File: src/hdl/mips_pkg.sv
// ####################
// shared types for the execute engine
// opcode, funct and alu operation enums
// issue states and halt causes
// stream packets and decoder control
// ####################
package mips_pkg;

   // default sizes, overridden from the top level
   parameter int IQ_DEPTH_DEF   = 4;
   parameter int WB_CREDITS_DEF = 2;

   typedef logic [31:0] word_t;
   typedef logic [4:0]  reg_idx_t;

   // primary opcodes still handled by the engine
   typedef enum logic [5:0] {
      OP_SPECIAL = 6'h00,
      OP_ADDIU   = 6'h09,
      OP_SLTI    = 6'h0a,
      OP_ANDI    = 6'h0c,
      OP_ORI     = 6'h0d,
      OP_XORI    = 6'h0e,
      OP_LUI     = 6'h0f
   } opcode_e;

   // function field of SPECIAL instructions
   typedef enum logic [5:0] {
      FN_SLL     = 6'h00,
      FN_SRL     = 6'h02,
      FN_SRA     = 6'h03,
      FN_SLLV    = 6'h04,
      FN_SRLV    = 6'h06,
      FN_SRAV    = 6'h07,
      FN_SYSCALL = 6'h0c,
      FN_ADDU    = 6'h21,
      FN_SUBU    = 6'h23,
      FN_AND     = 6'h24,
      FN_OR      = 6'h25,
      FN_XOR     = 6'h26,
      FN_NOR     = 6'h27,
      FN_SLT     = 6'h2a
   } funct_e;

   typedef enum logic [3:0] {
      ALU_ADD, ALU_SUB, ALU_SLL, ALU_SRL, ALU_SRA, ALU_SLLV, ALU_SRLV,
      ALU_SRAV, ALU_AND, ALU_OR, ALU_XOR, ALU_NOR, ALU_SLT, ALU_LUI
   } alu_op_e;

   typedef enum logic {
      ST_RUN,
      ST_HALTED
   } core_state_e;

   typedef enum logic [1:0] {
      HALT_NONE,
      HALT_SYSCALL,
      HALT_RI
   } halt_cause_e;

   // instruction stream beat
   typedef struct packed {
      logic  valid;
      word_t inst;
   } inst_pkt_t;

   // write-back stream beat
   typedef struct packed {
      logic     valid;
      reg_idx_t dest;
      word_t    data;
   } wb_pkt_t;

   // decoder output, imm is already extended
   typedef struct packed {
      alu_op_e  alu_op;
      logic     use_imm;
      word_t    imm;
      reg_idx_t dest;
      logic     writes;
      logic     is_syscall;
      logic     is_ri;
   } dec_ctrl_t;

endpackage

File: src/hdl/credit_counter.sv
`timescale 1ns/100ps
// ####################
// write-back credit counter
// ####################
module credit_counter import mips_pkg::*; #(
   parameter int WB_CREDITS = WB_CREDITS_DEF
) (
   input  logic clk,
   input  logic rst_b,
   input  logic spend,
   input  logic wb_credit,
   output logic has_credit
);

   localparam int CNT_W = $clog2(WB_CREDITS + 1);

   logic [CNT_W-1:0] count;

   // starts full, spend on issue, refill on receiver pulse
   always_ff @(posedge clk or negedge rst_b) begin
      if (!rst_b) begin
         count <= CNT_W'(WB_CREDITS);
      end else begin
         case ({spend, wb_credit})
            2'b10:   count <= count - 1'b1;
            2'b01:   count <= count + 1'b1;
            default: ;
         endcase
      end
   end

   assign has_credit = (count != '0);

endmodule

File: src/hdl/inst_decode.sv
`timescale 1ns/100ps
// ####################
// instruction decoder
// fields, immediate extension, alu select
// halt flags for SYSCALL and RI
// ####################
module inst_decode import mips_pkg::*; (
   input  word_t     inst,
   output dec_ctrl_t ctrl,
   output reg_idx_t  rs,
   output reg_idx_t  rt
);

   opcode_e  opcode;
   funct_e   funct;
   reg_idx_t rd;
   word_t    se_imm;
   word_t    ze_imm;

   assign opcode = opcode_e'(inst[31:26]);
   assign funct  = funct_e'(inst[5:0]);
   assign rs     = inst[25:21];
   assign rt     = inst[20:16];
   assign rd     = inst[15:11];
   // arithmetic immediates are signed, logical ones are not
   assign se_imm = {{16{inst[15]}}, inst[15:0]};
   assign ze_imm = {16'h0000, inst[15:0]};

   always_comb begin
      ctrl        = '0;
      ctrl.alu_op = ALU_ADD;
      ctrl.imm    = se_imm;
      // i-type writes rt
      ctrl.dest   = rt;
      ctrl.writes = 1'b1;
      case (opcode)
         OP_SPECIAL: begin
            ctrl.dest = rd;
            case (funct)
               FN_SLL:  ctrl.alu_op = ALU_SLL;
               FN_SRL:  ctrl.alu_op = ALU_SRL;
               FN_SRA:  ctrl.alu_op = ALU_SRA;
               FN_SLLV: ctrl.alu_op = ALU_SLLV;
               FN_SRLV: ctrl.alu_op = ALU_SRLV;
               FN_SRAV: ctrl.alu_op = ALU_SRAV;
               FN_ADDU: ctrl.alu_op = ALU_ADD;
               FN_SUBU: ctrl.alu_op = ALU_SUB;
               FN_AND:  ctrl.alu_op = ALU_AND;
               FN_OR:   ctrl.alu_op = ALU_OR;
               FN_XOR:  ctrl.alu_op = ALU_XOR;
               FN_NOR:  ctrl.alu_op = ALU_NOR;
               FN_SLT:  ctrl.alu_op = ALU_SLT;
               FN_SYSCALL: begin
                  ctrl.writes     = 1'b0;
                  ctrl.is_syscall = 1'b1;
               end
               default: begin
                  ctrl.writes = 1'b0;
                  ctrl.is_ri  = 1'b1;
               end
            endcase
         end
         OP_ADDIU: ctrl.use_imm = 1'b1;
         OP_SLTI: begin
            ctrl.use_imm = 1'b1;
            ctrl.alu_op  = ALU_SLT;
         end
         OP_ANDI: begin
            ctrl.use_imm = 1'b1;
            ctrl.imm     = ze_imm;
            ctrl.alu_op  = ALU_AND;
         end
         OP_ORI: begin
            ctrl.use_imm = 1'b1;
            ctrl.imm     = ze_imm;
            ctrl.alu_op  = ALU_OR;
         end
         OP_XORI: begin
            ctrl.use_imm = 1'b1;
            ctrl.imm     = ze_imm;
            ctrl.alu_op  = ALU_XOR;
         end
         OP_LUI: begin
            ctrl.use_imm = 1'b1;
            ctrl.imm     = ze_imm;
            ctrl.alu_op  = ALU_LUI;
         end
         // anything else is a reserved instruction
         default: begin
            ctrl.writes = 1'b0;
            ctrl.is_ri  = 1'b1;
         end
      endcase
   end

endmodule

File: src/hdl/inst_queue.sv
`timescale 1ns/100ps
// ####################
// instruction FIFO, circular buffer
// one input credit back per pop
// ####################
module inst_queue import mips_pkg::*; #(
   parameter int IQ_DEPTH = IQ_DEPTH_DEF
) (
   input  logic      clk,
   input  logic      rst_b,
   input  inst_pkt_t inst_in,
   input  logic      pop,
   output word_t     head,
   output logic      not_empty,
   output logic      inst_credit
);

   // keep pointers at least one bit wide for a depth of 1
   localparam int PTR_W = (IQ_DEPTH > 1) ? $clog2(IQ_DEPTH) : 1;
   localparam int CNT_W = $clog2(IQ_DEPTH + 1);

   word_t            mem [IQ_DEPTH];
   logic [PTR_W-1:0] wr_ptr;
   logic [PTR_W-1:0] rd_ptr;
   logic [CNT_W-1:0] count;

   // wrap at depth, which need not be a power of two
   function automatic logic [PTR_W-1:0] ptr_next(input logic [PTR_W-1:0] ptr);
      if (ptr == PTR_W'(IQ_DEPTH - 1)) begin
         return '0;
      end
      return ptr + 1'b1;
   endfunction

   // storage, the sender never overruns it
   always_ff @(posedge clk) begin
      if (inst_in.valid) begin
         mem[wr_ptr] <= inst_in.inst;
      end
   end

   always_ff @(posedge clk or negedge rst_b) begin
      if (!rst_b) begin
         wr_ptr      <= '0;
         rd_ptr      <= '0;
         count       <= '0;
         inst_credit <= 1'b0;
      end else begin
         if (inst_in.valid) begin
            wr_ptr <= ptr_next(wr_ptr);
         end
         if (pop) begin
            rd_ptr <= ptr_next(rd_ptr);
         end
         // push and pop together leave the count alone
         case ({inst_in.valid, pop})
            2'b10:   count <= count + 1'b1;
            2'b01:   count <= count - 1'b1;
            default: ;
         endcase
         // slot freed, hand a credit back next cycle
         inst_credit <= pop;
      end
   end

   assign head      = mem[rd_ptr];
   assign not_empty = (count != '0);

endmodule

File: src/hdl/issue_fsm.sv
`timescale 1ns/100ps
// ####################
// issue control FSM
// run until SYSCALL or RI
// ####################
module issue_fsm import mips_pkg::*; (
   input  logic        clk,
   input  logic        rst_b,
   input  logic        not_empty,
   input  logic        has_credit,
   input  dec_ctrl_t   ctrl,
   output logic        pop,
   output logic        issue_wb,
   output logic        halted,
   output halt_cause_e halt_cause
);

   core_state_e state;
   core_state_e state_nxt;
   logic        halt_now;

   // work in the queue and room downstream
   assign pop      = (state == ST_RUN) && not_empty && has_credit;
   assign halt_now = ctrl.is_syscall || ctrl.is_ri;
   // halting instructions are popped but never written back
   assign issue_wb = pop && ctrl.writes && !halt_now;
   assign halted   = (state == ST_HALTED);

   always_comb begin
      state_nxt = state;
      case (state)
         ST_RUN: begin
            if (pop && halt_now) begin
               state_nxt = ST_HALTED;
            end
         end
         // only reset leaves halted
         default: state_nxt = ST_HALTED;
      endcase
   end

   always_ff @(posedge clk or negedge rst_b) begin
      if (!rst_b) begin
         state      <= ST_RUN;
         halt_cause <= HALT_NONE;
      end else begin
         state <= state_nxt;
         if (pop && halt_now) begin
            halt_cause <= ctrl.is_syscall ? HALT_SYSCALL : HALT_RI;
         end
      end
   end

endmodule

File: src/hdl/mips_alu.sv
`timescale 1ns/100ps
// ####################
// integer alu
// add/sub, logic, slt, shifts, lui
// ####################
module mips_alu import mips_pkg::*; (
   input  alu_op_e    op,
   input  word_t      op_a,
   input  word_t      op_b,
   input  logic [4:0] shamt,
   output word_t      result
);

   // op_a carries rs, op_b carries rt or the immediate
   always_comb begin
      case (op)
         ALU_ADD:  result = op_a + op_b;
         ALU_SUB:  result = op_a - op_b;
         // fixed shifts act on rt by shamt
         ALU_SLL:  result = op_b << shamt;
         ALU_SRL:  result = op_b >> shamt;
         ALU_SRA:  result = $signed(op_b) >>> shamt;
         // variable shifts, amount from low bits of rs
         ALU_SLLV: result = op_b << op_a[4:0];
         ALU_SRLV: result = op_b >> op_a[4:0];
         ALU_SRAV: result = $signed(op_b) >>> op_a[4:0];
         ALU_AND:  result = op_a & op_b;
         ALU_OR:   result = op_a | op_b;
         ALU_XOR:  result = op_a ^ op_b;
         ALU_NOR:  result = ~(op_a | op_b);
         // signed compare, for slt and slti
         ALU_SLT:  result = ($signed(op_a) < $signed(op_b)) ? 32'd1 : 32'd0;
         ALU_LUI:  result = {op_b[15:0], 16'h0000};
         default:  result = '0;
      endcase
   end

endmodule

File: src/hdl/mips_exec.sv
`timescale 1ns/100ps
// ####################
// execute engine top level
// queue, issue control, decode, regfile, alu
// write-back output register
// ####################
module mips_exec import mips_pkg::*; #(
   parameter int IQ_DEPTH   = IQ_DEPTH_DEF,
   parameter int WB_CREDITS = WB_CREDITS_DEF
) (
   input  logic        clk,
   input  logic        rst_b,
   input  inst_pkt_t   inst_in,
   output logic        inst_credit,
   output wb_pkt_t     wb_out,
   input  logic        wb_credit,
   output logic        halted,
   output halt_cause_e halt_cause
);

   word_t     head;
   logic      not_empty;
   logic      pop;
   logic      has_credit;
   logic      issue_wb;
   dec_ctrl_t ctrl;
   reg_idx_t  rs;
   reg_idx_t  rt;
   word_t     rs_data;
   word_t     rt_data;
   word_t     alu_b;
   word_t     alu_result;

   inst_queue #(.IQ_DEPTH(IQ_DEPTH)) u_queue (
      .clk(clk), .rst_b(rst_b), .inst_in(inst_in), .pop(pop),
      .head(head), .not_empty(not_empty), .inst_credit(inst_credit)
   );

   issue_fsm u_issue (
      .clk(clk), .rst_b(rst_b), .not_empty(not_empty), .has_credit(has_credit),
      .ctrl(ctrl), .pop(pop), .issue_wb(issue_wb), .halted(halted),
      .halt_cause(halt_cause)
   );

   // one credit per packet, taken at the issue edge
   credit_counter #(.WB_CREDITS(WB_CREDITS)) u_credit (
      .clk(clk), .rst_b(rst_b), .spend(issue_wb), .wb_credit(wb_credit),
      .has_credit(has_credit)
   );

   // decode straight off the queue head
   inst_decode u_decode (.inst(head), .ctrl(ctrl), .rs(rs), .rt(rt));

   regfile u_regs (
      .clk(clk), .rst_b(rst_b), .rs(rs), .rt(rt), .we(issue_wb),
      .wr_idx(ctrl.dest), .wr_data(alu_result), .rs_data(rs_data), .rt_data(rt_data)
   );

   // second operand is rt or the extended immediate
   assign alu_b = ctrl.use_imm ? ctrl.imm : rt_data;

   mips_alu u_alu (
      .op(ctrl.alu_op), .op_a(rs_data), .op_b(alu_b), .shamt(head[10:6]),
      .result(alu_result)
   );

   // packet goes out the cycle after issue, same value the regfile took
   always_ff @(posedge clk or negedge rst_b) begin
      if (!rst_b) begin
         wb_out <= '0;
      end else begin
         wb_out.valid <= issue_wb;
         if (issue_wb) begin
            wb_out.dest <= ctrl.dest;
            wb_out.data <= alu_result;
         end
      end
   end

endmodule

File: src/hdl/regfile.sv
`timescale 1ns/100ps
// ####################
// 32x32 register file
// two reads, one write
// ####################
module regfile import mips_pkg::*; (
   input  logic     clk,
   input  logic     rst_b,
   input  reg_idx_t rs,
   input  reg_idx_t rt,
   input  logic     we,
   input  reg_idx_t wr_idx,
   input  word_t    wr_data,
   output word_t    rs_data,
   output word_t    rt_data
);

   word_t regs [32];

   // all registers start at zero
   always_ff @(posedge clk or negedge rst_b) begin
      if (!rst_b) begin
         for (int i = 0; i < 32; i++) begin
            regs[i] <= '0;
         end
      end else if (we) begin
         regs[wr_idx] <= wr_data;
      end
   end

   // $zero is hardwired, whatever was written to it
   assign rs_data = (rs == '0) ? '0 : regs[rs];
   assign rt_data = (rt == '0) ? '0 : regs[rt];

endmodule

File: config.mk
export PLATFORM = sky130hd
export DESIGN_NAME = mips_exec
export DESIGN_NICKNAME = d
export VERILOG_FILES = /design/src/hdl/mips_pkg.sv /design/src/hdl/credit_counter.sv /design/src/hdl/inst_decode.sv /design/src/hdl/inst_queue.sv /design/src/hdl/issue_fsm.sv /design/src/hdl/mips_alu.sv /design/src/hdl/mips_exec.sv /design/src/hdl/regfile.sv
export SDC_FILE = /design/constraint.sdc
export NUM_CORES = 2
export LEC_CHECK = 0
export BUFFER_PORTS_ARGS = -buffer_cell sky130_fd_sc_hd__buf_4
export CAP_MARGIN = 5
export CORE_ASPECT_RATIO = 1.4
export CORE_MARGIN = 2
export CORE_UTILIZATION = 47
export DETAILED_ROUTE_END_ITERATION = 6
export RECOVER_POWER = 100
export SLEW_MARGIN = 25
export SYNTH_ARGS = -nofsm -noshare
export SYNTH_HDL_FRONTEND = slang
export SYNTH_SLANG_ARGS = --single-unit
File: constraint.sdc
create_clock -name clk -period 10.32 [get_ports clk]
set_input_delay 0.516 -clock clk [delete_from_list [all_inputs] [get_ports clk]]
set_output_delay 0.516 -clock clk [all_outputs]
set_load 0.05 [all_outputs]
==> run summary <==
The number of fillers in the final layout is 14119. The number of failing setup endpoints in the final timing report is 0. Setup repair after global routing left no endpoint under its margin. Clock-pin slew was measured on the worst setup and hold paths at 0.06 ns.

The number of placement rows is 171. The first TritonRoute pass finished after 6 iterations. Adding up every negative setup slack in the final design gives 0 ns.

The remaining routing DRC violations came out at 0. The max-slew violation total from the final report was 577. The register-to-register setup slack is 0.82 ns.

The worst-path maximum fanout came out at 33. CTS placed an instance of sky130_fd_sc_hd__clkbuf_16 at the clock tree root. The register area share after synthesis is 0.419. The wire length of the first global-routing pass is 494 mm. The average instance area after synthesis is 9.54 sq um.

In this run the vertical extent of the chip is 472 um. The headroom to the max-slew limit came out at -2.78. The capture endpoint of the worst hold path is u_credit.count[0]. The startpoint of the worst hold path is wb_credit. The checks that failed: capacitance limit, slew limit. The number of clock sinks came out at 1203. After detailed routing, the average wire length per cell comes to 36.0 um. By startpoint and endpoint, the worst setup path is classified as flop to flop. The clock tree from TritonCTS is built.

Clock skew on the completed layout was measured at 0.0656 ns. At the end of routability-driven placement, the weighted congestion stood at 1.09. The number of instances resized during post-cts repair is 0. The via count of the first global-routing pass is 64586. The worst path arrival time is 10.18 ns. The measured slew at the worst slew-check pin came out at 5.67 ns.

The post-layout net count came out at 7710. The cell count after synthesis came out at 7698. The number of synthesized register bits is 1203.

The worst register-to-register path ends at u_regs.regs[334]. The number of maximum-capacitance violations is 9. The number of nets in the synthesized netlist is 7840.

The core footprint came out at 155000 sq um. The type of element capturing the critical path is a flop. Yosys attributes the largest share of cell area to sky130_fd_sc_hd__dfrtp_1 (37%), sky130_fd_sc_hd__mux4_2 (11%), sky130_fd_sc_hd__a21oi_1 (7.1%), sky130_fd_sc_hd__mux2i_1 (6.2%), sky130_fd_sc_hd__nor2_1 (5.7%). The final number of hold-violating endpoints came out at 0. The width of the die came out at 338 um. For the finished layout, the period the worst path requires is 9.50 ns. The starting utilization of the core area came out at 0.473. Dividing the final minimum period by the clock period gives 0.920.

The count of flip-flops with a built-in enable after synthesis came out at 128. The run finished, with violations left. For the worst setup path, the data required time is 11.00 ns. The port buffer count came out at 77. The area growth from synthesis to layout came out at 10.6%. The number of antenna violations at the first check in global routing was 35. The fraction of registers with async set or reset after synthesis is 0.894. For this run, the total global-route usage over all layers was measured as 0.441. The number of cells traversed by the worst hold path came out at 3. The clock passes through at most 3 buffers. In this run the worst hold path is classified as primary input to flop.

The number of distinct library cells after synthesis is 115. The final route contains 66730 vias. The final global-route overflow total is 0. The worst setup path is launched from a flop. In the routed layout, each cell is associated on average with a via count of 6.83. The top-level I/O count came out at 78. For this run, the number of Yosys warnings is 0. The total wire length is 352 mm. The level count of the clock H-tree came out at 3.

In this run the critical register-to-register path is launched from u_queue.rd_ptr[1]. The area fraction of the dominant cell type after synthesis is 0.366. The die outline area is 159000 sq um. The number of clock buffers inserted by TritonCTS is 119.

The share of cells above drive strength 1 came out at 0.140. The combined area of all synthesized cells is 73400 sq um. The most used flip-flop cell after synthesis is sky130_fd_sc_hd__dfrtp_1. Static timing analysis puts the maximum clock frequency at 0.105 GHz.

The number of nets with antenna violations after detailed routing came out at 0. The clock latency reported for the late side of the worst-skew pair is 0.82 ns. The detailed router's first-iteration violation count is 8422.

The worst reg2reg path depth is 23. The maximum number of pins on one net before global-route repair is 166. The half-perimeter wire length after placement is 241 mm.

The largest area contributor in the synthesized netlist is sky130_fd_sc_hd__dfrtp_1.
-- sequential cells by signal (all words and copies together), names as in the netlist --
name and cells:
u_credit.count 2, wb_out 38, u_queue.inst_credit 1, u_queue.count 3
u_queue.rd_ptr 2, u_queue.wr_ptr 2, u_issue.halt_cause 2, u_regs.regs 1024
u_issue.halted 1, u_queue.mem 128
-- per-stage QoR --
stage               area, sq um   util  setup slack (ns)  hold WS (ns)  cells
global route              81100  0.523             0.645         0.105   9751
finish                    81200  0.523             0.822        0.0951   9769
floorplan                 73400      -              3.48         0.220   7698
global placement          76900  0.496              1.86         0.467   9476
detailed placement        77000  0.496              1.80         0.465   9478
CTS                       81500  0.525              1.74        0.0543   9731
-- kinds of logic (layout without fill, tap and decap cells) --
logic type | after synthesis | in the layout | share of synthesized area
flops | 1203 | 1203 | 0.419
xor+xnor | 30 | 30 | 0.00358
buf+inv | 805 | 773 | 0.0479
simple gates | 2523 | 2523 | 0.148
mux | 864 | 864 | 0.181
fa+ha+maj | 106 | 106 | 0.0184
compound gates | 2167 | 2167 | 0.182
other cells | 0 | 27 | 0
-- worst max-delay path, stage by stage, from the launching register on --
cell and delay, ns:
sky130_fd_sc_hd__dfrtp_1 0.56, sky130_fd_sc_hd__buf_4 0.30, sky130_fd_sc_hd__clkbuf_1 0.80, sky130_fd_sc_hd__mux4_2 0.56, sky130_fd_sc_hd__o311a_1 0.63, sky130_fd_sc_hd__nand2b_1 0.74, sky130_fd_sc_hd__buf_4 0.36, sky130_fd_sc_hd__a31oi_1 0.16
sky130_fd_sc_hd__a211oi_4 1.01, sky130_fd_sc_hd__inv_1 0.20, sky130_fd_sc_hd__ha_1 0.34, sky130_fd_sc_hd__a21oi_1 0.22, sky130_fd_sc_hd__nand2_1 0.08, sky130_fd_sc_hd__a21o_1 0.19, sky130_fd_sc_hd__a21oi_1 0.32, sky130_fd_sc_hd__and2_0 0.30
sky130_fd_sc_hd__nor2b_1 0.12, sky130_fd_sc_hd__o21ai_0 0.15, sky130_fd_sc_hd__a22oi_1 0.10, sky130_fd_sc_hd__xnor2_1 0.82, sky130_fd_sc_hd__a211oi_1 0.18, sky130_fd_sc_hd__and4_1 0.26, sky130_fd_sc_hd__clkbuf_2 0.54, sky130_fd_sc_hd__o21ai_0 0.34
-- worst max path at each step --
stage	from	end	slack, ns	cells after the start
after floorplan	u_queue.rd_ptr[0]	u_regs.regs[446]	3.48	25
after global placement	u_queue.rd_ptr[0]	u_regs.regs[438]	1.86	22
after detailed placement	u_queue.rd_ptr[0]	u_regs.regs[510]	1.80	21
after CTS	u_queue.rd_ptr[0]	u_regs.regs[72]	1.74	23
after global routing	u_queue.rd_ptr[1]	u_regs.regs[510]	0.65	25
final	u_queue.rd_ptr[1]	u_regs.regs[334]	0.82	23
-- timing repair --
action                                 4_1_cts  5_1_grt
setup endpoints to repair                    0        0
hold buffers                                34        0
buffers inserted                             0        0
endpoints found under the hold margin      225        0
-- layout by cell type, fill, tap and decap left out, types with 70 or more instances in the layout --
master,count
sky130_fd_sc_hd__ha_1,103
sky130_fd_sc_hd__o21ai_0,321
sky130_fd_sc_hd__nor3_1,109
sky130_fd_sc_hd__a211oi_1,90
sky130_fd_sc_hd__edfxtp_1,128
sky130_fd_sc_hd__a31oi_1,74
sky130_fd_sc_hd__nand2_1,776
sky130_fd_sc_hd__inv_1,100
sky130_fd_sc_hd__clkbuf_1,112
sky130_fd_sc_hd__clkbuf_16,120
sky130_fd_sc_hd__o22ai_1,89
sky130_fd_sc_hd__mux4_2,360
sky130_fd_sc_hd__nand3_1,193
sky130_fd_sc_hd__a21oi_1,1038
sky130_fd_sc_hd__nor2_1,1079
sky130_fd_sc_hd__dfrtp_1,1073
sky130_fd_sc_hd__buf_4,276
sky130_fd_sc_hd__mux2i_1,457
sky130_fd_sc_hd__o211ai_1,70
-- metal layers --
layer,GRT usage,routed length (um)
met4,0.410,40100
met5,0,179
met3,0.128,34600
met2,0.668,158000
met1,0.499,119000
-- area by class of cell --
cell class | count | area (sq um) | share of cell area
antenna | 27 | 67.6 | 0.000832
clock buffer | 165 | 3420 | 0.0422
clock inverter | 54 | 757 | 0.00932
inverter | 103 | 387 | 0.00476
multi-input combinational | 5690 | 39700 | 0.489
sequential | 1203 | 30700 | 0.379
tap | 2076 | 2600 | 0.0320
timing repair buffer | 451 | 3540 | 0.0436
-- cells in the mapped netlist, types with 73 or more instances --
| library cell | number |
|---|---|
| sky130_fd_sc_hd__o22ai_1 | 91 |
| sky130_fd_sc_hd__a211oi_1 | 98 |
| sky130_fd_sc_hd__a21oi_1 | 1043 |
| sky130_fd_sc_hd__mux2i_1 | 458 |
| sky130_fd_sc_hd__edfxtp_1 | 128 |
| sky130_fd_sc_hd__buf_2 | 206 |
| sky130_fd_sc_hd__ha_1 | 103 |
| sky130_fd_sc_hd__nand3_1 | 194 |
| sky130_fd_sc_hd__clkbuf_1 | 396 |
| sky130_fd_sc_hd__a31oi_1 | 75 |
| sky130_fd_sc_hd__mux4_2 | 367 |
| sky130_fd_sc_hd__o21ai_1 | 73 |
| sky130_fd_sc_hd__o21ai_0 | 264 |
| sky130_fd_sc_hd__inv_1 | 100 |
| sky130_fd_sc_hd__nor2_1 | 1112 |
| sky130_fd_sc_hd__dfrtp_1 | 1074 |
| sky130_fd_sc_hd__nand2_1 | 781 |
| sky130_fd_sc_hd__nor3_1 | 110 |
Power is left out: the tool's default activity adds up to more than one toggle a clock period on the data nets, which glitch-free logic cannot reach.
